File: config.mk
export PLATFORM = sky130hd
export DESIGN_NAME = mem_addr_gen
export DESIGN_NICKNAME = d
export VERILOG_FILES = /design/src/rtl/isa_pkg.sv /design/src/rtl/mem_pkg.sv /design/src/rtl/mem_addr_gen.sv
export VERILOG_INCLUDE_DIRS = /design/src /design/src/rtl
export SDC_FILE = /design/constraint.sdc
export NUM_CORES = 1
export LEC_CHECK = 0
export BUFFER_PORTS_ARGS = -buffer_cell sky130_fd_sc_hd__buf_4
export CAP_MARGIN = 20
export CORE_AREA = 2 2 144 146
export CTS_CLUSTER_SIZE = 40
export DETAILED_ROUTE_END_ITERATION = 8
export DIE_AREA = 0 0 146 148
export GPL_TIMING_DRIVEN = 0
export PLACE_DENSITY = 0.69
export SYNTH_ARGS = -nofsm -noshare
export SYNTH_HDL_FRONTEND = slang
export SYNTH_SLANG_ARGS = --single-unit
File: constraint.sdc
create_clock -name clk -period 5.05 [get_ports clk]
set_input_delay 0.7575 -clock clk [delete_from_list [all_inputs] [get_ports clk]]
set_output_delay 0.7575 -clock clk [all_outputs]
set_load 0.1 [all_outputs]
File: src/rtl/mem_consts.svh
`ifndef MEM_CONSTS_SVH
`define MEM_CONSTS_SVH

// ######################################################################
// datapath widths.
// ######################################################################

`define XLEN 64 // register width.
`define ALEN 64 // virtual address width.

// ######################################################################
// data store geometry.
// ######################################################################

`define ALIGN_BITS 3  // byte offset inside one 64-bit word.
`define MEM_WORDS  256 // words backed by storage.

`endif

File: src/rtl/isa_pkg.sv
package isa_pkg;

    // ######################################################################
    // major opcodes, instruction bits 6:2.
    // ######################################################################

    localparam logic [4:0] OP_LOAD     = 5'b00000;
    localparam logic [4:0] OP_STORE    = 5'b01000; // bit 3 marks the store form.
    localparam logic [4:0] OP_MISC_MEM = 5'b00011; // fence and fence.i.

    // ######################################################################
    // trap causes raised by this stage.
    // ######################################################################

    localparam logic [3:0] EXC_ILLEGAL_INSTR         = 4'd2;
    localparam logic [3:0] EXC_LOAD_ADDR_MISALIGNED  = 4'd4;
    localparam logic [3:0] EXC_LOAD_ACCESS_FAULT     = 4'd5;
    localparam logic [3:0] EXC_STORE_ADDR_MISALIGNED = 4'd6;
    localparam logic [3:0] EXC_STORE_ACCESS_FAULT    = 4'd7;

    // loads and fence.
    typedef struct packed {
        logic [11:0] imm;
        logic [4:0]  rs1;
        logic [2:0]  funct3;
        logic [4:0]  rd;
        logic [4:0]  opcode;
        logic [1:0]  quadrant;
    } i_fmt_t;

    // stores, immediate split around rs2/rs1.
    typedef struct packed {
        logic [6:0] imm_hi;
        logic [4:0] rs2;
        logic [4:0] rs1;
        logic [2:0] funct3;
        logic [4:0] imm_lo;
        logic [4:0] opcode;
        logic [1:0] quadrant;
    } s_fmt_t;

    // one 32-bit word, two views.
    typedef union packed {
        i_fmt_t i_fmt;
        s_fmt_t s_fmt;
    } instr_u;

endpackage

File: src/rtl/mem_pkg.sv
`include "mem_consts.svh"

package mem_pkg;

    // access width, straight from funct3[1:0].
    typedef enum logic [1:0] {
        SIZE_BYTE  = 2'b00,
        SIZE_HALF  = 2'b01,
        SIZE_WORD  = 2'b10,
        SIZE_DWORD = 2'b11
    } access_size_e;

    // address with the byte offset stripped.
    typedef logic [`ALEN-`ALIGN_BITS-1:0] word_idx_t;

endpackage

File: src/rtl/mem_addr_gen.sv
`include "mem_consts.svh"

module mem_addr_gen (
    input  logic                    clk,
    input  logic                    rst,
    input  logic                    in_valid,
    input  isa_pkg::instr_u         instr,
    input  logic [`XLEN-1:0]        rs1_data,
    input  logic [`XLEN-1:0]        rs2_data,

    output logic                    ram_en,
    output logic                    ram_we,
    output mem_pkg::word_idx_t      ram_addr,
    output logic [`XLEN-1:0]        ram_wdata,
    output logic [7:0]              ram_wmask,

    output logic                    op_valid,
    output logic                    op_is_access,
    output logic                    op_is_store,
    output logic [`ALIGN_BITS-1:0]  op_offset,
    output mem_pkg::access_size_e   op_size,
    output logic                    op_unsigned,
    output logic                    op_exception,
    output logic [3:0]              op_cause,
    output logic [`ALEN-1:0]        op_addr
);
    import isa_pkg::*;
    import mem_pkg::*;

    logic [4:0]             opcode;
    logic                   store_bit;
    logic [2:0]             funct3;
    logic [11:0]            imm;
    logic [`ALEN-1:0]       addr;
    logic [`ALIGN_BITS-1:0] offset;
    access_size_e           size;
    logic                   is_load;
    logic                   is_store;
    logic                   is_misc_mem;
    logic                   is_load_store;
    logic                   misaligned;
    logic [`XLEN-1:0]       store_data;
    logic [7:0]             store_mask;
    logic                   exc;
    logic [3:0]             cause;

    // ######################################################################
    // decode and address.
    // ######################################################################

    assign opcode    = instr.i_fmt.opcode;
    assign funct3    = instr.i_fmt.funct3; // same bits in both views.
    assign store_bit = opcode[3];

    assign is_load       = opcode == OP_LOAD;
    assign is_store      = opcode == OP_STORE;
    assign is_misc_mem   = opcode == OP_MISC_MEM;
    assign is_load_store = is_load || is_store;

    assign imm = store_bit ? {instr.s_fmt.imm_hi, instr.s_fmt.imm_lo} : instr.i_fmt.imm;
    assign addr   = rs1_data + {{(`ALEN-12){imm[11]}}, imm};
    assign offset = addr[`ALIGN_BITS-1:0];
    assign size   = access_size_e'(funct3[1:0]);

    // any access not on its natural boundary is rejected.
    always_comb begin
        unique case (size)
            SIZE_BYTE: misaligned = 1'b0;
            SIZE_HALF: misaligned = offset[0];
            SIZE_WORD: misaligned = |offset[1:0];
            default:   misaligned = |offset;
        endcase
    end

    // ######################################################################
    // store lanes and byte mask.
    // ######################################################################

    always_comb begin
        unique case (size)
            SIZE_BYTE: begin
                store_data = {(`XLEN/8){rs2_data[7:0]}};
                store_mask = 8'b0000_0001 << offset;
            end
            SIZE_HALF: begin
                store_data = {(`XLEN/16){rs2_data[15:0]}};
                store_mask = 8'b0000_0011 << {offset[2:1], 1'b0};
            end
            SIZE_WORD: begin
                store_data = {(`XLEN/32){rs2_data[31:0]}};
                store_mask = 8'b0000_1111 << {offset[2], 2'b00};
            end
            default: begin
                store_data = rs2_data;
                store_mask = 8'hff;
            end
        endcase
    end

    assign ram_en    = in_valid && is_load_store && !misaligned;
    assign ram_we    = ram_en && is_store;
    assign ram_addr  = addr[`ALEN-1:`ALIGN_BITS];
    assign ram_wdata = store_data;
    assign ram_wmask = store_mask;

    // ######################################################################
    // exception classification and side-band.
    // ######################################################################

    always_comb begin
        exc   = 1'b0;
        cause = EXC_ILLEGAL_INSTR;
        if (is_load_store) begin
            exc   = misaligned;
            cause = is_store ? EXC_STORE_ADDR_MISALIGNED : EXC_LOAD_ADDR_MISALIGNED;
        end else if (is_misc_mem) begin
            exc = funct3 != 3'b000; // only plain fence is a no-op.
        end else begin
            exc = 1'b1;
        end
    end

    always_ff @(posedge clk) begin
        if (rst) begin
            op_valid     <= 1'b0;
            op_is_access <= 1'b0;
        end else begin
            op_valid     <= in_valid;
            op_is_access <= ram_en; // a ram answer is due next cycle.
        end
    end

    always_ff @(posedge clk) begin
        if (in_valid) begin
            op_is_store  <= is_store;
            op_offset    <= offset;
            op_size      <= size;
            op_unsigned  <= funct3[2];
            op_exception <= exc;
            op_cause     <= cause;
            op_addr      <= addr;
        end
    end

    // offset bits below the access size are clear.
    en_not_misaligned: assert property (@(posedge clk) disable iff (rst)
        ram_en |-> (offset & ((1 << size) - 1)) == 0);

    // one mask bit per byte, starting at the offset.
    we_has_mask: assert property (@(posedge clk) disable iff (rst)
        ram_we |-> $countones(ram_wmask) == (1 << size) && ram_wmask[offset]);

endmodule

# Word-level counts from Yosys, hierarchy flattened
# Index checks and enable logic that the tools add are counted.
# word_totals
out_inout_bits,213
reg_bits,78
in_bits,163
word_cells,34
# op_classes
shift,3
n_addsub,1
muxes,7
eq_ne,4
n_reduce_logical,10
# op_table
cell,n
64-bit case mux with 3 select lines,1
64-bit adder,1
8-bit case mux with 3 select lines,1
1-bit by 3-bit left shift with 8-bit output (first input constant),1
2-bit by 3-bit left shift with 8-bit output (first input constant),1
4-bit by 3-bit left shift with 8-bit output (first input constant),1
5-bit by 2-bit equality test with 1-bit output (second input constant),1
5-bit by 4-bit equality test with 1-bit output (second input constant),1
5-bit logical NOT,1
5-bit two-way mux,1
1-bit logical AND,3
1-bit case mux with 3 select lines,1
3-bit nonzero test,1
3-bit OR reduction,1
2-bit by 1-bit equality test with 1-bit output (second input constant),1
2-bit equality test (second input constant),1
2-bit logical NOT,1
1-bit two-way mux,2
2-bit two-way mux,1
2-bit OR reduction,1
1-bit logical NOT,1
1-bit logical OR,1

# Longest topological paths before layout
# logic_depth
ltp_word,7
mapped_depth,15
ltp_nobuf,13

# Worst setup path before layout
# OpenSTA, ideal clock, no wires.
# synth_path
path_kind,input to output
start,input port instr[5] (netlist bit)
end,output port ram_addr[57]
n_path_buf,2
t_required_ns,4.293
slack_ns,0.256
path_stages,15
arrival_ns,4.036
path_cell_list,clkbuf_1 > mux2_2 > ha_1 > inv_1 > fa_1 > nor2b_4 > o31a_4 > a2111oi_4 > a21oi_2 > o211a_1 > or3_4 > a31oi_1 > o41ai_1 > xor2_1 > buf_4
# synth_between
elab_chain_len,2
# synth_rtl
element,line_no,rtl
start: declaration,mem_addr_gen.sv:7,"input isa_pkg::instr_u instr,"
5-bit two-way mux,mem_addr_gen.sv:60,"assign imm = store_bit ? {instr.s_fmt.imm_hi, instr.s_fmt.imm_lo} : instr.i_fmt.imm;"
64-bit adder,mem_addr_gen.sv:61,"assign addr = rs1_data + {{(`ALEN-12){imm[11]}}, imm};"
end: declaration,mem_addr_gen.sv:13,"output mem_pkg::word_idx_t ram_addr,"
# Every way passes these cells.

# Worst setup path in the final report
# layout_path
start,input port instr[5] (netlist bit)
end,output port ram_addr[53]
# Same word-level chain as after synthesis.

==> metrics.csv <==
stage,metric,value,unit
cts,CTS max path bufs,2,
synthesis,Post-Synth Adder-Cell Area,0.109,
setup_path,"Max FO, Critical Path",8,
layout,share of cells above drive strength 1,0.417,
sta,final hold vios,0,
synthesis,number of synthesized register bits,73,
detailed_routing,Antenna Violating Nets Remaining,0,
layout,nets,1448,
cts,CTS hold repair buffers,0,
synthesis,Synthesis Warnings,0,
setup_path,crit-path max cell delay,0.43,ns
job,MaxCap Viol Count,0,
grt,first-pass GRT wire length,39800,um
layout,Multi-input gate area,4610,um2
detailed_routing,DR vias/cell,5.12,
grt,GRT Total Usage,0.233,
detailed_routing,WL per Instance,17.5,um
sta,WHS,0.562,ns
cts,clock slew at reported path FFs,0.06,ns
sta,Slew HR,0.356,
cts,TritonCTS Sinks,73,
outcome,status,completed,
sta,Slew @ Worst Pin,0.965,ns
synthesis,xor/xnor cell area share of the yosys netlist,0.0717,
detailed_routing,Starting DRT DRC Count,254,
grt,largest net degree at the start of global routing,75,
layout,sequential cell area,2170,um2
sta,RSZ-0062 raised after global routing,false,
die,Site Rows,52,
synthesis,Syn Std Cell Area,7450,um2
setup_path,crit end category,output port,
setup_path,CP max-delay cell,or3_4,
cts,root buffer cell,clkbuf_16,
synthesis,most common flop cell mapped by yosys,edfxtp_1,
setup_path,crit path cell chain,"buf_6, mux2_2, ha_2, inv_2, fa_2, nor2b_4, o31a_4, a2111oi_4, a21oi_2, o211a_1, or3_4, a21o_4, o311a_4, buf_4, buf_8",
die,Die H,148,um
die,Die W,146,um
synthesis,number of enable flip-flop cells after synthesis,71,
sta,max-slew violation count,0,
sta,Final min period,4.93,ns
grt,GRT overflow,0,
setup_path,CP Class,in2out,
die,initial core utilization,0.372,
sta,final setup violation count,0,
setup_path,Worst EP required,4.29,ns
layout,area delta synth->final,47.6,%
detailed_routing,DRC,0,
hold_path,worst min-delay path category,in2reg,
detailed_routing,Routed WL,26200,um
cts,cts bufs inserted,9,
synthesis,simple-gate share of the synthesized area,0.119,
power_and_ir_drop,maximum vdd drop,0.202,mV
place,dpl hpwl,21500,um
cts,htree depth,3,
synthesis,Yosys cell types,64,
detailed_routing,DRT Pass-1 Iters,4,
power_and_ir_drop,pwr dens,440,nW/um2
synthesis,ys async rst share,0,
layout,final core utilization,0.549,
synthesis,"Avg Cell Area, Syn",8.86,um2
grt,number of global-route vias before repair,7452,
setup_path,"delay-heaviest family, CP",compound AO/OA/AOI/OAI gates,
synthesis,post-synthesis sequential area ratio,0.292,
detailed_routing,Vias,7660,
die,I/O pins,376,
sta,Fmax,203,MHz
grt,initial antenna violation count,1,
power_and_ir_drop,Leakage Power,5.14,nW
die,die area,21600,um2
sta,post-route setup TNS,0,ns
synthesis,Synth Area in Compound Gates,0.230,
synthesis,mux cell area share after synthesis,0.0759,
synthesis,largest family of logic cells by synthesized area,compound AO/OA/AOI/OAI gates,
synthesis,Post-Synthesis Cells,841,
die,core area,20000,um2
setup_path,Critical Path AT,4.18,ns
setup_path,startpoint types,input port,
cts,CTS tree,yes,
sta,Final period util,0.977,
setup_path,WP buf/inv,4,
layout,# fillers,1915,
place,port bufs,365,
place,GPL Wtd Cong,0.914,
==> cells by family (layout without fill, tap and decap cells) <==
kind of cell	Yosys count	in the layout
adder cells (fa/ha/maj)	64	64
multiplexers	53	53
AND/OR/NAND/NOR	185	185
other	1	3
flip-flops	73	73
buffers and inverters	131	515
AO/OA/AOI/OAI	273	273
XOR/XNOR	61	61
==> cell usage in the layout (no fill, tap or decap), types with 4 or more instances in the layout <==
| cell | count |
|---|---|
| a31oi_1 | 6 |
| o211ai_1 | 9 |
| mux2i_1 | 25 |
| mux2_2 | 28 |
| buf_1 | 4 |
| a21o_1 | 31 |
| xor2_1 | 28 |
| o21a_1 | 6 |
| nor2b_1 | 11 |
| clkbuf_1 | 28 |
| and2_1 | 4 |
| ha_1 | 62 |
| nor3_1 | 7 |
| nand3_1 | 6 |
| nand4_1 | 20 |
| o21ai_0 | 40 |
| a21oi_1 | 121 |
| o21bai_1 | 10 |
| clkbuf_16 | 9 |
| edfxtp_1 | 71 |
| a211oi_1 | 11 |
| nand2_1 | 57 |
| buf_4 | 436 |
| xnor2_1 | 31 |
| and3_1 | 7 |
| inv_1 | 24 |
| nor2_1 | 54 |
| o21ai_1 | 4 |
| nand2b_1 | 6 |
==> registers in the layout, summed over array words and instances (netlist names), 2 cells and up <==
| signal | cells |
|---|---|
| op_cause | 2 |
| op_addr | 62 |
| op_offset | 2 |
| op_size | 2 |
==> final timing paths <==
path	from	end	slack (ns)	depth (start not counted)
worst max-delay path	instr[5]	ram_addr[53]	0.12	15
worst min-delay path	rst	op_valid	0.56	2
==> cells in the mapped netlist, types with 6 or more instances <==
cell	instances	share of area
nand4_1	20	0.017
nor2_1	54	0.027
xnor2_1	32	0.038
a211oi_1	11	0.011
o211ai_1	9	0.0091
edfxtp_1	71	0.29
o21ai_0	41	0.028
ha_1	63	0.11
inv_1	25	0.013
nand2b_1	6	0.0050
o21a_1	6	0.0060
clkbuf_1	27	0.014
mux2_2	28	0.042
a21o_1	32	0.032
mux2i_1	25	0.034
nand3_1	6	0.0040
nand2_1	57	0.029
a31oi_1	8	0.0067
nor2b_1	11	0.0092
buf_4	74	0.075
o21bai_1	10	0.010
and3_1	7	0.0059
nor3_1	7	0.0047
xor2_1	29	0.034
a21oi_1	123	0.083
==> routing by layer <==
| layer | global-route usage | share of wire | vias to the layer above | wire [um] |
|---|---|---|---|---|
| met5 | 0 | 0 | - | 0 |
| met1 | 0.272 | 0.40 | 3552 | 10600 |
| met3 | 0.0457 | 0.058 | 41 | 1510 |
| li1 | - | - | 3786 | - |
| met2 | 0.420 | 0.51 | 281 | 13400 |
| met4 | 0.0947 | 0.026 | 0 | 671 |
==> per-stage QoR <==
step | power (mW) | cell area [um2] | instances | worst slack [ns]
floorplan | 3.48 | 7450 | 842 | 0.256
global placement | 4.17 | 10500 | 1477 | -0.353
detailed placement | 4.18 | 10500 | 1477 | -0.340
CTS | 4.84 | 10900 | 1493 | 0.00823
global route | 5.01 | 11000 | 1497 | 0.00138
finish | 4.84 | 11000 | 1497 | 0.115
==> what timing repair did <==
action	in CTS	in global routing
pin swaps	1	10
endpoints found under the setup margin	17	15
resized for setup	14	23
setup buffers	0	3
==> cell type report <==
type	instances	share of cell area
inverter	25	0.00854
antenna	1	0.000228
sequential	73	0.198
multi-input combinational	638	0.420
timing repair buffer	368	0.256
buffer	106	0.0623
tap	270	0.0307
clock inverter	5	0.00421
clock buffer	11	0.0212
==> where the power goes <==
part / switching (mW) / internal (mW) / total (mW)
Clock: 0.256 / 0.377 / 0.633
Combinational: 2.57 / 0.814 / 3.39
Sequential: 0.0267 / 0.793 / 0.820
Total: 2.86 / 1.98 / 4.84
(Power assumes the default switching activity.)
