--- src/rtl/mem_consts.svh ---
`ifndef MEM_CONSTS_SVH
`define MEM_CONSTS_SVH

// ######################################################################
// datapath widths.
// ######################################################################

`define XLEN 64 // register width.
`define ALEN 64 // virtual address width.

// ######################################################################
// data store geometry.
// ######################################################################

`define ALIGN_BITS 3  // byte offset inside one 64-bit word.
`define MEM_WORDS  256 // words backed by storage.

`endif

--- src/rtl/isa_pkg.sv ---
package isa_pkg;

    // ######################################################################
    // major opcodes, instruction bits 6:2.
    // ######################################################################

    localparam logic [4:0] OP_LOAD     = 5'b00000;
    localparam logic [4:0] OP_STORE    = 5'b01000; // bit 3 marks the store form.
    localparam logic [4:0] OP_MISC_MEM = 5'b00011; // fence and fence.i.

    // ######################################################################
    // trap causes raised by this stage.
    // ######################################################################

    localparam logic [3:0] EXC_ILLEGAL_INSTR         = 4'd2;
    localparam logic [3:0] EXC_LOAD_ADDR_MISALIGNED  = 4'd4;
    localparam logic [3:0] EXC_LOAD_ACCESS_FAULT     = 4'd5;
    localparam logic [3:0] EXC_STORE_ADDR_MISALIGNED = 4'd6;
    localparam logic [3:0] EXC_STORE_ACCESS_FAULT    = 4'd7;

    // loads and fence.
    typedef struct packed {
        logic [11:0] imm;
        logic [4:0]  rs1;
        logic [2:0]  funct3;
        logic [4:0]  rd;
        logic [4:0]  opcode;
        logic [1:0]  quadrant;
    } i_fmt_t;

    // stores, immediate split around rs2/rs1.
    typedef struct packed {
        logic [6:0] imm_hi;
        logic [4:0] rs2;
        logic [4:0] rs1;
        logic [2:0] funct3;
        logic [4:0] imm_lo;
        logic [4:0] opcode;
        logic [1:0] quadrant;
    } s_fmt_t;

    // one 32-bit word, two views.
    typedef union packed {
        i_fmt_t i_fmt;
        s_fmt_t s_fmt;
    } instr_u;

endpackage

--- src/rtl/mem_pkg.sv ---
`include "mem_consts.svh"

package mem_pkg;

    // access width, straight from funct3[1:0].
    typedef enum logic [1:0] {
        SIZE_BYTE  = 2'b00,
        SIZE_HALF  = 2'b01,
        SIZE_WORD  = 2'b10,
        SIZE_DWORD = 2'b11
    } access_size_e;

    // address with the byte offset stripped.
    typedef logic [`ALEN-`ALIGN_BITS-1:0] word_idx_t;

endpackage

--- src/rtl/load_result.sv ---
`include "mem_consts.svh"

module load_result (
    input  logic                   op_valid,
    input  logic                   op_is_access,
    input  logic                   op_is_store,
    input  logic [`ALIGN_BITS-1:0] op_offset,
    input  mem_pkg::access_size_e  op_size,
    input  logic                   op_unsigned,
    input  logic                   op_exception,
    input  logic [3:0]             op_cause,
    input  logic [`ALEN-1:0]       op_addr,
    input  logic [`XLEN-1:0]       ram_rdata,
    input  logic                   ram_fault,

    output logic                   out_valid,
    output logic                   exception,
    output logic [3:0]             trap_cause,
    output logic [`ALEN-1:0]       fault_addr,
    output logic [`XLEN-1:0]       result
);
    import isa_pkg::*;
    import mem_pkg::*;

    logic [7:0]       lane_byte;
    logic [15:0]      lane_half;
    logic [31:0]      lane_word;
    logic [`XLEN-1:0] loaded;

    // ######################################################################
    // lane extraction and extension.
    // ######################################################################

    assign lane_byte = ram_rdata[{op_offset, 3'b000} +: 8];
    assign lane_half = ram_rdata[{op_offset[2:1], 4'b0000} +: 16];
    assign lane_word = ram_rdata[{op_offset[2], 5'b00000} +: 32];

    always_comb begin
        unique case (op_size)
            SIZE_BYTE: begin
                loaded = op_unsigned ? {{(`XLEN-8){1'b0}}, lane_byte}
                                     : {{(`XLEN-8){lane_byte[7]}}, lane_byte};
            end
            SIZE_HALF: begin
                loaded = op_unsigned ? {{(`XLEN-16){1'b0}}, lane_half}
                                     : {{(`XLEN-16){lane_half[15]}}, lane_half};
            end
            SIZE_WORD: begin
                loaded = op_unsigned ? {{(`XLEN-32){1'b0}}, lane_word}
                                     : {{(`XLEN-32){lane_word[31]}}, lane_word};
            end
            default: loaded = ram_rdata; // whole dword.
        endcase
    end

    // ######################################################################
    // result and trap selection.
    // ######################################################################

    assign out_valid  = op_valid;
    assign fault_addr = op_addr;

    always_comb begin
        exception  = 1'b0;
        trap_cause = op_cause;
        result     = '0;
        if (op_valid) begin
            if (op_is_access && ram_fault) begin
                // range fault from the store.
                exception  = 1'b1;
                trap_cause = op_is_store ? EXC_STORE_ACCESS_FAULT : EXC_LOAD_ACCESS_FAULT;
            end else if (op_exception) begin
                exception = 1'b1;
            end else if (op_is_access && !op_is_store) begin
                result = loaded;
            end
        end
    end

    // an access that reached the ram carries no early exception.
    access_not_excepted: assert final (op_valid !== 1'b1 || !(op_is_access && op_exception));

endmodule

--- config.mk ---
export PLATFORM = sky130hd
export DESIGN_NAME = load_result
export DESIGN_NICKNAME = d
export VERILOG_FILES = /design/src/rtl/isa_pkg.sv /design/src/rtl/mem_pkg.sv /design/src/rtl/load_result.sv
export VERILOG_INCLUDE_DIRS = /design/src /design/src/rtl
export SDC_FILE = /design/constraint.sdc
export NUM_CORES = 1
export LEC_CHECK = 0
export ABC_AREA = 0
export BUFFER_PORTS_ARGS = -buffer_cell sky130_fd_sc_hd__buf_2
export CORE_AREA = 2 2 108 110
export DETAILED_ROUTE_END_ITERATION = 10
export DIE_AREA = 0 0 110 112
export GPL_TIMING_DRIVEN = 0
export PLACE_DENSITY = 0.69
export REMOVE_ABC_BUFFERS = 1
export SLEW_MARGIN = 10
export SYNTH_ARGS = -nofsm -noshare
export SYNTH_HDL_FRONTEND = slang
export SYNTH_SLANG_ARGS = --single-unit
--- constraint.sdc ---
create_clock -name vclk -period 2.18
set_input_delay 0.218 -clock vclk [all_inputs]
set_output_delay 0.218 -clock vclk [all_outputs]
set_load 0.03 [all_outputs]
### Word-level counts from Yosys, hierarchy flattened

Index checks and enable logic that the tools add are counted.

| word-level totals | value |
|---|---|
| word-level logic and storage cells | 23 |
| bits in registers | 0 |

| operators by class | value |
|---|---|
| shifts and indexed selects | 3 |
| muxes and demuxes | 14 |
| eq/ne operators | 2 |
| reduce and logical (&&, ||, !) cells | 4 |

Operator list:

| cell | number |
|---|---|
| 64-bit two-way mux | 7 |
| 64-bit one-hot mux with 3 select lines | 1 |
| 64-bit by 7-bit indexed part select with 16-bit output | 1 |
| 64-bit by 7-bit indexed part select with 32-bit output | 1 |
| 64-bit by 7-bit indexed part select with 8-bit output | 1 |
| 4-bit two-way mux | 2 |
| 1-bit two-way mux | 3 |
| 2-bit by 1-bit equality test with 1-bit output (second input constant) | 1 |
| 2-bit equality test (second input constant) | 1 |
| 1-bit logical AND | 2 |
| 2-bit logical NOT | 1 |
| 2-bit two-way mux | 1 |
| 1-bit logical NOT | 1 |

### Logic depth before layout (Yosys ltp)

Gate-level depths: netlist (run 1).

| logic depth | value |
|---|---|
| depth in word-level cells | 7 |
| depth in mapped cells | 7 |
| mapped depth without buffers | 4 |

### Least setup slack after synthesis (run 1)

Ideal clock, no wire load.

| path | value |
|---|---|
| kind | input to output |
| from | input port op_offset[2] |
| to | output port result[15] |
| required time | 1.962 ns |
| arrival time | 2.014 ns |
| setup slack | -0.052 ns |
| cell stages on the path | 7 |
| path through | buf_2 buf_4 buf_4 buf_4 nor2_1 a211o_1 a211oi_1 |

| on the way | value |
|---|---|
| cells in the longest elaborated chain, start to end | 7 |
| elaborated cells on any way between the ends | 11 |
| classes of those cells | 3 x shift; 8 x mux |

Ends and longest elaborated chain:

| item | line | text |
|---|---|---|
| start, declared | load_result.sv:7 | `` input logic [`ALIGN_BITS-1:0] op_offset, `` |
| 64-bit by 7-bit indexed part select with 32-bit output (tied with other cells) | load_result.sv:36 | `assign lane_word = ram_rdata[{op_offset[2], 5'b00000} +: 32];` |
| 64-bit two-way mux (on tied branches) | load_result.sv:49, load_result.sv:41, load_result.sv:45 |  |
| 64-bit one-hot mux with 3 select lines * | load_result.sv:39 | `unique case (op_size)` |
| 64-bit two-way mux * | load_result.sv:74 | `end else if (op_is_access && !op_is_store) begin` |
| 64-bit two-way mux * | load_result.sv:72 | `end else if (op_exception) begin` |
| 64-bit two-way mux * | load_result.sv:68 | `if (op_is_access && ram_fault) begin` |
| 64-bit two-way mux * | load_result.sv:67 | `if (op_valid) begin` |
| end, declared | load_result.sv:20 | `` output logic [`XLEN-1:0] result `` |

Mark *: on every way between the ends. The rest lies on a longest branch, timed or not.

### Final worst setup path (run 1)

| path | value |
|---|---|
| from | input port op_offset[2] |
| to | output port result[35] |

The elaborated chain is that of the path after synthesis.

==> results of run 1 <==
area by class of cell:
cell class	count	area [µm²]
Fill cell	1187	7630
Inverter	1	3.75
Multi-Input combinational cell	290	2370
Tap cell	143	179
Timing Repair Buffer	160	995
what timing repair did:
item	CTS	global route
endpoints found under the setup margin	64	57
resized for setup	24	22
gates cloned	4	4
buffers inserted	4	2
pin swaps	6	6
layout by cell type, fill, tap and decap left out, types with 2 or more instances in the layout:
cell / instances
mux2_2: 23
mux4_1: 5
nand3_4: 5
buf_4: 11
buf_16: 2
mux4_2: 17
o21ai_4: 2
nand2_1: 22
o21ai_0: 55
buf_12: 3
a21oi_1: 19
o22ai_1: 7
buf_2: 135
a31oi_1: 52
nor2_1: 13
a31oi_2: 3
buf_6: 3
nand2b_1: 17
mux2i_1: 18
nor2b_1: 5
or3_1: 7
nand3_2: 2
clkbuf_4: 4
synthesized netlist by cell type (2+ instances only):
cell / n / area, µm²
mux4_1: 5 / 131
nand2_1: 23 / 86.3
nand3_1: 3 / 15.0
clkbuf_1: 22 / 82.6
buf_2: 9 / 45.0
a31oi_1: 55 / 344
o22ai_1: 7 / 43.8
nor2_1: 13 / 48.8
a21oi_1: 19 / 95.1
buf_4: 71 / 533
a211oi_1: 2 / 15.0
nand2b_1: 18 / 113
or3_1: 8 / 50.1
mux2i_1: 19 / 190
nor2b_1: 6 / 37.5
buf_1: 2 / 7.51
o21ai_0: 55 / 275
buf_6: 7 / 78.8
mux2_2: 23 / 259
mux4_2: 17 / 383
and3_1: 2 / 12.5
power breakdown:
part	internal (mW)	leakage, nW	switching, mW
clock network	0	0	0
logic	0.285	1.52	0.368
registers	0	0	0
critical path: stages:
cell and delay (ns):
buf_16 0.17, mux4_2 0.54, nor2b_4 0.17, o21ai_4 0.26, clkbuf_16 0.23, a31oi_1 0.11
buf_4 0.21
cell families after synthesis:
group	share of synthesized area
compound gates	0.286
buf+inv	0.254
mux	0.325
simple gates	0.135
worst paths after layout:
kind,startpoint,slack [ns],cells after the start,to
max,op_offset[2],0.05,7,result[35]
min,op_addr[24],0.44,0,fault_addr[24]
routing by layer:
| layer | share of wire | track usage | up-vias |
|---|---|---|---|
| li1 | - | - | 1556 |
| met1 | 0.38 | 0.320 | 1766 |
| met2 | 0.43 | 0.404 | 395 |
| met3 | 0.18 | 0.203 | 14 |
| met4 | 0.0064 | 0.0118 | 4 |
| met5 | 0.0060 | 0.0882 | - |
per-stage QoR:
stage	instance area (µm²)	TNS, ns	hold WS, ns	setup slack [ns]
finish	3550	0	0.436	0.0495
global route	3550	-0.0156	0.436	-0.0135
CTS	3410	0	0.436	0.00135
detailed placement	3200	-60.09	0.436	-1.07
global placement	3140	-96.73	0.436	-1.81
floorplan	2210	-16.10	0.436	-0.334
==> qor.yml, run 1 <==
synthDistinctLibCells: 32
yosys_warnings: 0
crit_path_start_kind: "primary input"
portBuffers: 149
p_total_mw: 0.653
grt_max_degree: 57
dieArea_um2: 12300
drtIter0Drc: 399
p_leak_nw: 1.52
clkbuf_count: 0
drv_slew: 0
seqCellArea_um2: 0
synth_cells: 397
rsz0062_at_grt: "yes"
hold_viol: 0
netlist_area_um2: 2960
fmax_mhz: 469
worstSetupEndpointType: "output pin"
num_vias: 3735
maxSlewHeadroom: 0.526
post-route-util: 0.317
cts_hold_buf: 0
drc_errors: 0
crit_type: "primary input to output pin"
dp_hpwl_um: 12300
crit_fanout: 27
rows: 39
seq_cells: 0
antenna_found_initial: 0
critical_path_required_ns: 1.96
ant_nets: 0
grt_pass1_vias: 3251
final_layout_size_suffix_gt1_frac: 0.494
syn-mean-instance-area_um2: 7.46
die_w_um: 110
fin_crit_ns: 2.13
status: "finished, final reports clean"
fin_crit_sh: 0.977
holdCritPathClass: "primary input to output pin"
grt_pass1_wl_um: 23900
core_um2: 11200
die_h_um: 112
setup_viol_count_final: 0
powerDensity_nw_per_um2: 184
irDropWorstVdd_uv: 133
cap_violations: 0
nets: 596
grt-ovfl-total: 0
wl_um: 18600
ioPinCount: 277
place_congestion: 0.789
via_per_inst: 6.29
grt_usage: 0.270
area_delta_synth_final_pct: 19.8
insertedDiodeCount: 0
ys_seq_area_frac: 0
fin_cells: 594
dr.pass1.iters: 5
placed_cells: 580
worstMarginPinSlew_ns: 0.711
crit_arrival_ns: 1.91
initial_core_util: 0.265
wl_per_cell_um: 31.3
(Power assumes the default switching activity.)
==> inputs of run 2 (changes only) <==
Settings changed: REMOVE_ABC_BUFFERS 1 to default, SETUP_SLACK_MARGIN from default to 0.2, TNS_END_PERCENT from default to 10.
==> run 2 against run 1 <==
  * Global-route usage decreased by 4.0 points
  * Highest routed layer is now met4
  * Via count rose by 18%
  * Critical path type unchanged
  * Combinational power up 67%
==> qor.yml, run 2 (synthesized netlist as in run 1, its figures left out) <==
status: "finished, final reports clean"  # unchanged
seqCellArea_um2: 0  # unchanged
pre_cts_ws_ns: -0.182  # was -1.07 ns
cts_hold_buf: 0  # unchanged
hold_viol: 0  # unchanged
grt_usage: 0.230  # was 0.270
worstMarginPinSlew_ns: 0.661  # was 0.711 ns
clkbuf_count: 0  # unchanged
fmax_mhz: 487  # was 469 MHz
final_common_cell: "buf_2"  # unchanged
irDropWorstVdd_uv: 112  # was 133 µV
setup_viol_count_final: 0  # unchanged
seq_cells: 0  # unchanged
grtUsageMet3: 0.0381  # was 0.203
drc_errors: 0  # unchanged
portBuffers: 210  # was 149
p_total_mw: 1.09  # was 0.653 mW
die_w_um: 110  # unchanged
mostFrequentLayoutCells: "buf_2 (165), buf_4 (99), o21ai_0 (55)"  # was buf_2 (135), o21ai_0 (55), a31oi_1 (52)
layout_setup_ws_ns: 0.128  # was 0.0495 ns
wl_per_cell_um: 21.4  # was 31.3 µm
critPathSlowestCell: "a2111oi_4"  # was mux4_2
max_stage_delay_ns: 0.43  # was 0.54 ns
powerDensity_nw_per_um2: 198  # was 184 nW/µm²
nets: 772  # was 596
core_um2: 11200  # unchanged
rows: 39  # unchanged
fin_worst_hold_slack_ns: 0.685  # was 0.436 ns
cap_violations: 0  # unchanged
ant_nets: 0  # unchanged
dieArea_um2: 12300  # unchanged
finalSetupTns_ns: 0  # unchanged
ioPinCount: 277  # unchanged
grt_pass1_vias: 3998  # was 3,251
via_per_inst: 5.74  # was 6.29
fin_crit_sh: 0.941  # was 0.977
grt_max_degree: 11  # was 57
maxSlewHeadroom: 0.559  # was 0.526
fin_crit_ns: 2.05  # was 2.13 ns
drtIter0Drc: 522  # was 399
crit_fanout: 8  # was 27
crit_arrival_ns: 1.83  # was 1.91 ns
grt-ovfl-total: 0  # unchanged
grt_pass1_wl_um: 22000  # was 23,900 µm
crit_type: "primary input to output pin"  # unchanged
initial_core_util: 0.265  # unchanged
grt_util_met2: 0.391  # was 0.404
critical_path_required_ns: 1.96  # about the same
crit_top_cell: "buf_12"
antenna_found_initial: 0  # unchanged
path_cells: "buf_12 -> mux2i_4 -> a2111oi_4 -> nand3_4 -> buf_12 -> buf_12 -> a31oi_2 -> buf_6"  # was buf_16 -> mux4_2 -> nor2b_4 -> o21ai_4 -> clkbuf_16 -> a31oi_1 -> buf_4
insertedDiodeCount: 0  # unchanged
synth_fp_nets: 540
num_vias: 4417  # was 3,735
die_h_um: 112  # unchanged
holdCritPathClass: "primary input to output pin"  # unchanged
wl_um: 16500  # was 18,600 µm
dp_hpwl_um: 12000  # was 12,300 µm
place_congestion: 0.966  # was 0.789
rsz0062_at_grt: "yes"  # unchanged
dr.pass1.iters: 5  # unchanged
busiest_layer: "met2"  # unchanged
worstSetupEndpointType: "output pin"  # unchanged
area_delta_synth_final_pct: 86.1  # was 19.8%
crit_path_start_kind: "primary input"  # unchanged
final_layout_size_suffix_gt1_frac: 0.697  # was 0.494
met1_usage: 0.286  # was 0.320
drv_slew: 0  # unchanged
p_leak_nw: 2.38  # was 1.52 nW
run 2: final timing paths:
kind	depth (start not counted)	slack (ns)	start	end
setup / recovery	8	0.13	op_offset[1]	result[59]
hold / removal	2	0.69	op_addr[2]	fault_addr[2]
run 2: critical path: cells and delay by family:
| kind | cells | cell delay (ns) |
|---|---|---|
| buffers and inverters | 4 | 0.60 |
| AOI/OAI and AO/OA | 2 | 0.66 |
| muxes | 1 | 0.19 |
| and+or+nand+nor | 1 | 0.14 |
run 2: area by class of cell:
cell class / instances / area (µm²)
inverters: 1 / 3.75
multi-input cells: 285 / 2860
well taps: 143 / 179
repair buffers: 231 / 1560
plain buffers: 110 / 913
fillers: 1037 / 5670
run 2: repair_timing:
item                                    CTS  global route
endpoints found under the setup margin   63            64
pin swaps                                 3            11
setup buffers                             7            10
cloned                                    1             3
resized for setup                       114           140
run 2: layer usage:
layer | part of all wire | routed length (µm)
met3 | 0.12 | 2030
met1 | 0.35 | 5730
met5 | 0 | 0
met2 | 0.47 | 7750
met4 | 0.058 | 947
run 2: per-stage QoR:
stage           util  instance area (µm²)  cells
6_report       0.493                 5510    770
5_1_grt        0.493                 5510    770
4_1_cts        0.421                 4700    758
3_5_place_dp   0.375                 4200    750
3_3_place_gp   0.375                 4200    750
2_1_floorplan      -                 2970    397
run 2: report_power, final:
group	leakage, nW	switching (mW)	total [mW]	internal (mW)
sequential	0	0	0	0
combinational	2.38	0.619	1.09	0.472
clock	0	0	0	0
==> inputs of run 3 (changes only) <==
Settings changed: BUFFER_PORTS_ARGS -buffer_cell sky130_fd_sc_hd__buf_2 to default, DONT_BUFFER_PORTS from default to 1, PLACE_DENSITY 0.69 to 0.48.
Clock period 2.18 ns to 2.45 ns, I/O delays scaled along.
==> run 3 against run 2 <==
  * Power is 33% lower
  * Sequential share of layout area is the same
  * Die area did not move
  * Utilization shrank 14 points
  * Design area shrank 29%
  * Flip-flop and latch count unchanged
  * Non-clock buffer count is 230 lower
  * Highest routed layer unchanged
  * First-iteration DRC count decreased by 49%
  * Combinational power fell by 33%
  * Clock-buffer cell count unchanged
==> qor.yml, run 3 (synthesized netlist as in run 1, its figures left out) <==
status: "finished, final reports clean"  # unchanged
drtIter0Drc: 266  # was 522
critical_path.top_delay_family: "compound AO/OA/AOI/OAI gates"  # unchanged
holdCritPathClass: "primary input to output pin"  # unchanged
seq_cells: 0  # unchanged
final_layout_size_suffix_gt1_frac: 0.521  # was 0.697
dieArea_um2: 12300  # unchanged
mostFrequentLayoutCells: "buf_4 (68), o21ai_0 (55), a31oi_4 (35)"  # was buf_2 (165), buf_4 (99), o21ai_0 (55)
path_cells: "buf_2 -> nor2_1 -> a2111oi_4 -> nand3_4 -> buf_6 -> a31oi_2"  # was buf_12 -> mux2i_4 -> a2111oi_4 -> nand3_4 -> buf_12 -> buf_12 -> a31oi_2 -> buf_6
fillers: 1130  # was 1,037
dp_hpwl_um: 12100  # was 12,000 µm
fin_crit_ns: 2.30
multi_input_area_um2: 2950  # was 2860 µm²
worstMarginPinSlew_ns: 0.848  # was 0.661 ns
crit_arrival_ns: 2.05  # was 1.83 ns
hold_viol: 0  # unchanged
fmax_mhz: 435
portBuffers: 0  # was 210
critPathSlowestCell: "a31oi_2"  # was a2111oi_4
seqCellArea_um2: 0  # unchanged
p_total_mw: 0.725  # was 1.09 mW
insertedDiodeCount: 0  # unchanged
irDropWorstVdd_uv: 73.5  # was 112 µV
crit_path_start_kind: "primary input"  # unchanged
fin_crit_sh: 0.938
core_um2: 11200  # unchanged
ant_nets: 0  # unchanged
nets: 542  # was 772
place_congestion: 0.934  # was 0.966
rsz0062_at_grt: "yes"  # unchanged
whs_endpoint: "fault_addr[61]"  # was fault_addr[2]
grt_pass1_wl_um: 21600  # was 22,000 µm
dr.pass1.iters: 5  # unchanged
setup_viol_count_final: 0  # unchanged
grt_pass1_vias: 3325  # was 3,998
ioPinCount: 277  # unchanged
hold_path_depth: 1  # was 2
synth_fp_nets: 540  # unchanged
num_vias: 3429  # was 4,417
drv_slew: 0  # unchanged
die_h_um: 112  # unchanged
wl_um: 15600  # was 16,500 µm
max_stage_delay_ns: 0.45  # was 0.43 ns
maxSlewHeadroom: 0.435  # was 0.559
p_leak_nw: 1.20  # was 2.38 nW
critical_path_required_ns: 2.20  # was 1.96 ns
final_common_cell: "buf_4"  # was buf_2
final_area_um2: 3910  # was 5510 µm²
cap_violations: 0  # unchanged
crit_fanout: 10  # was 8
drc_errors: 0  # unchanged
rows: 39  # unchanged
wl_per_cell_um: 28.8  # was 21.4 µm
worst-path-buf-inv: 2  # was 4
antenna_found_initial: 0  # unchanged
area_delta_synth_final_pct: 32.1  # was 86.1%
clkbuf_count: 0  # unchanged
worstSetupEndpointType: "output pin"  # unchanged
initial_core_util: 0.265  # unchanged
dpl-instance-area_um2: 3140  # was 4200 µm²
crit_type: "primary input to output pin"  # unchanged
grt_usage: 0.235  # was 0.230
hold_start: "op_addr[61]"  # was op_addr[2]
via_per_inst: 6.35  # was 5.74
grt-ovfl-total: 0  # unchanged
die_w_um: 110  # unchanged
grt_max_degree: 11  # unchanged
fin_worst_hold_slack_ns: 0.623  # was 0.685 ns
powerDensity_nw_per_um2: 185  # was 198 nW/µm²
## run 3: area by class of cell
cell class                      count  share of cell area
Buffer                            111               0.198
Tap cell                          143              0.0458
Multi-Input combinational cell    285               0.756
Inverter                            1            0.000960
## run 3: worst max-delay path by stage
stage,cells after the start,to,from
global placement,7,result[36],op_offset[1]
CTS,7,result[31],op_offset[1]
finish,6,result[31],op_offset[0]
global route,6,result[31],op_offset[0]
detailed placement,7,result[36],op_offset[1]
floorplan,6,result[19],op_offset[1]
## run 3: report_power, final
part	switching, mW	total, mW	internal (mW)
registers	0	0	0
logic	0.459	0.725	0.266
clock network	0	0	0
## run 3: layer usage
metal  wire length, µm  track usage  vias up
li1                  -            -     1440
met1              5400        0.263     1668
met2              7560        0.403      274
met3              1800       0.0708       47
met4               814        0.107        0
met5                 0            0        -
## run 3: per-stage QoR
stage / utilization / cells / TNS [ns] / setup WS [ns]
after global routing: 0.350 / 540 / 0 / 0.0962
after global placement: 0.281 / 540 / -3.02 / -0.185
after detailed placement: 0.281 / 540 / -3.02 / -0.163
final: 0.350 / 540 / 0 / 0.152
after CTS: 0.329 / 540 / -0.183 / -0.0728
after floorplan: - / 397 / 0 / 0.305
## run 3: timing repair
| item | in CTS | in global routing |
|---|---|---|
| hold buffers | 0 | 0 |
| setup endpoints to repair | 63 | 62 |
| setup buffers | 0 | 0 |
| resized for setup | 83 | 39 |
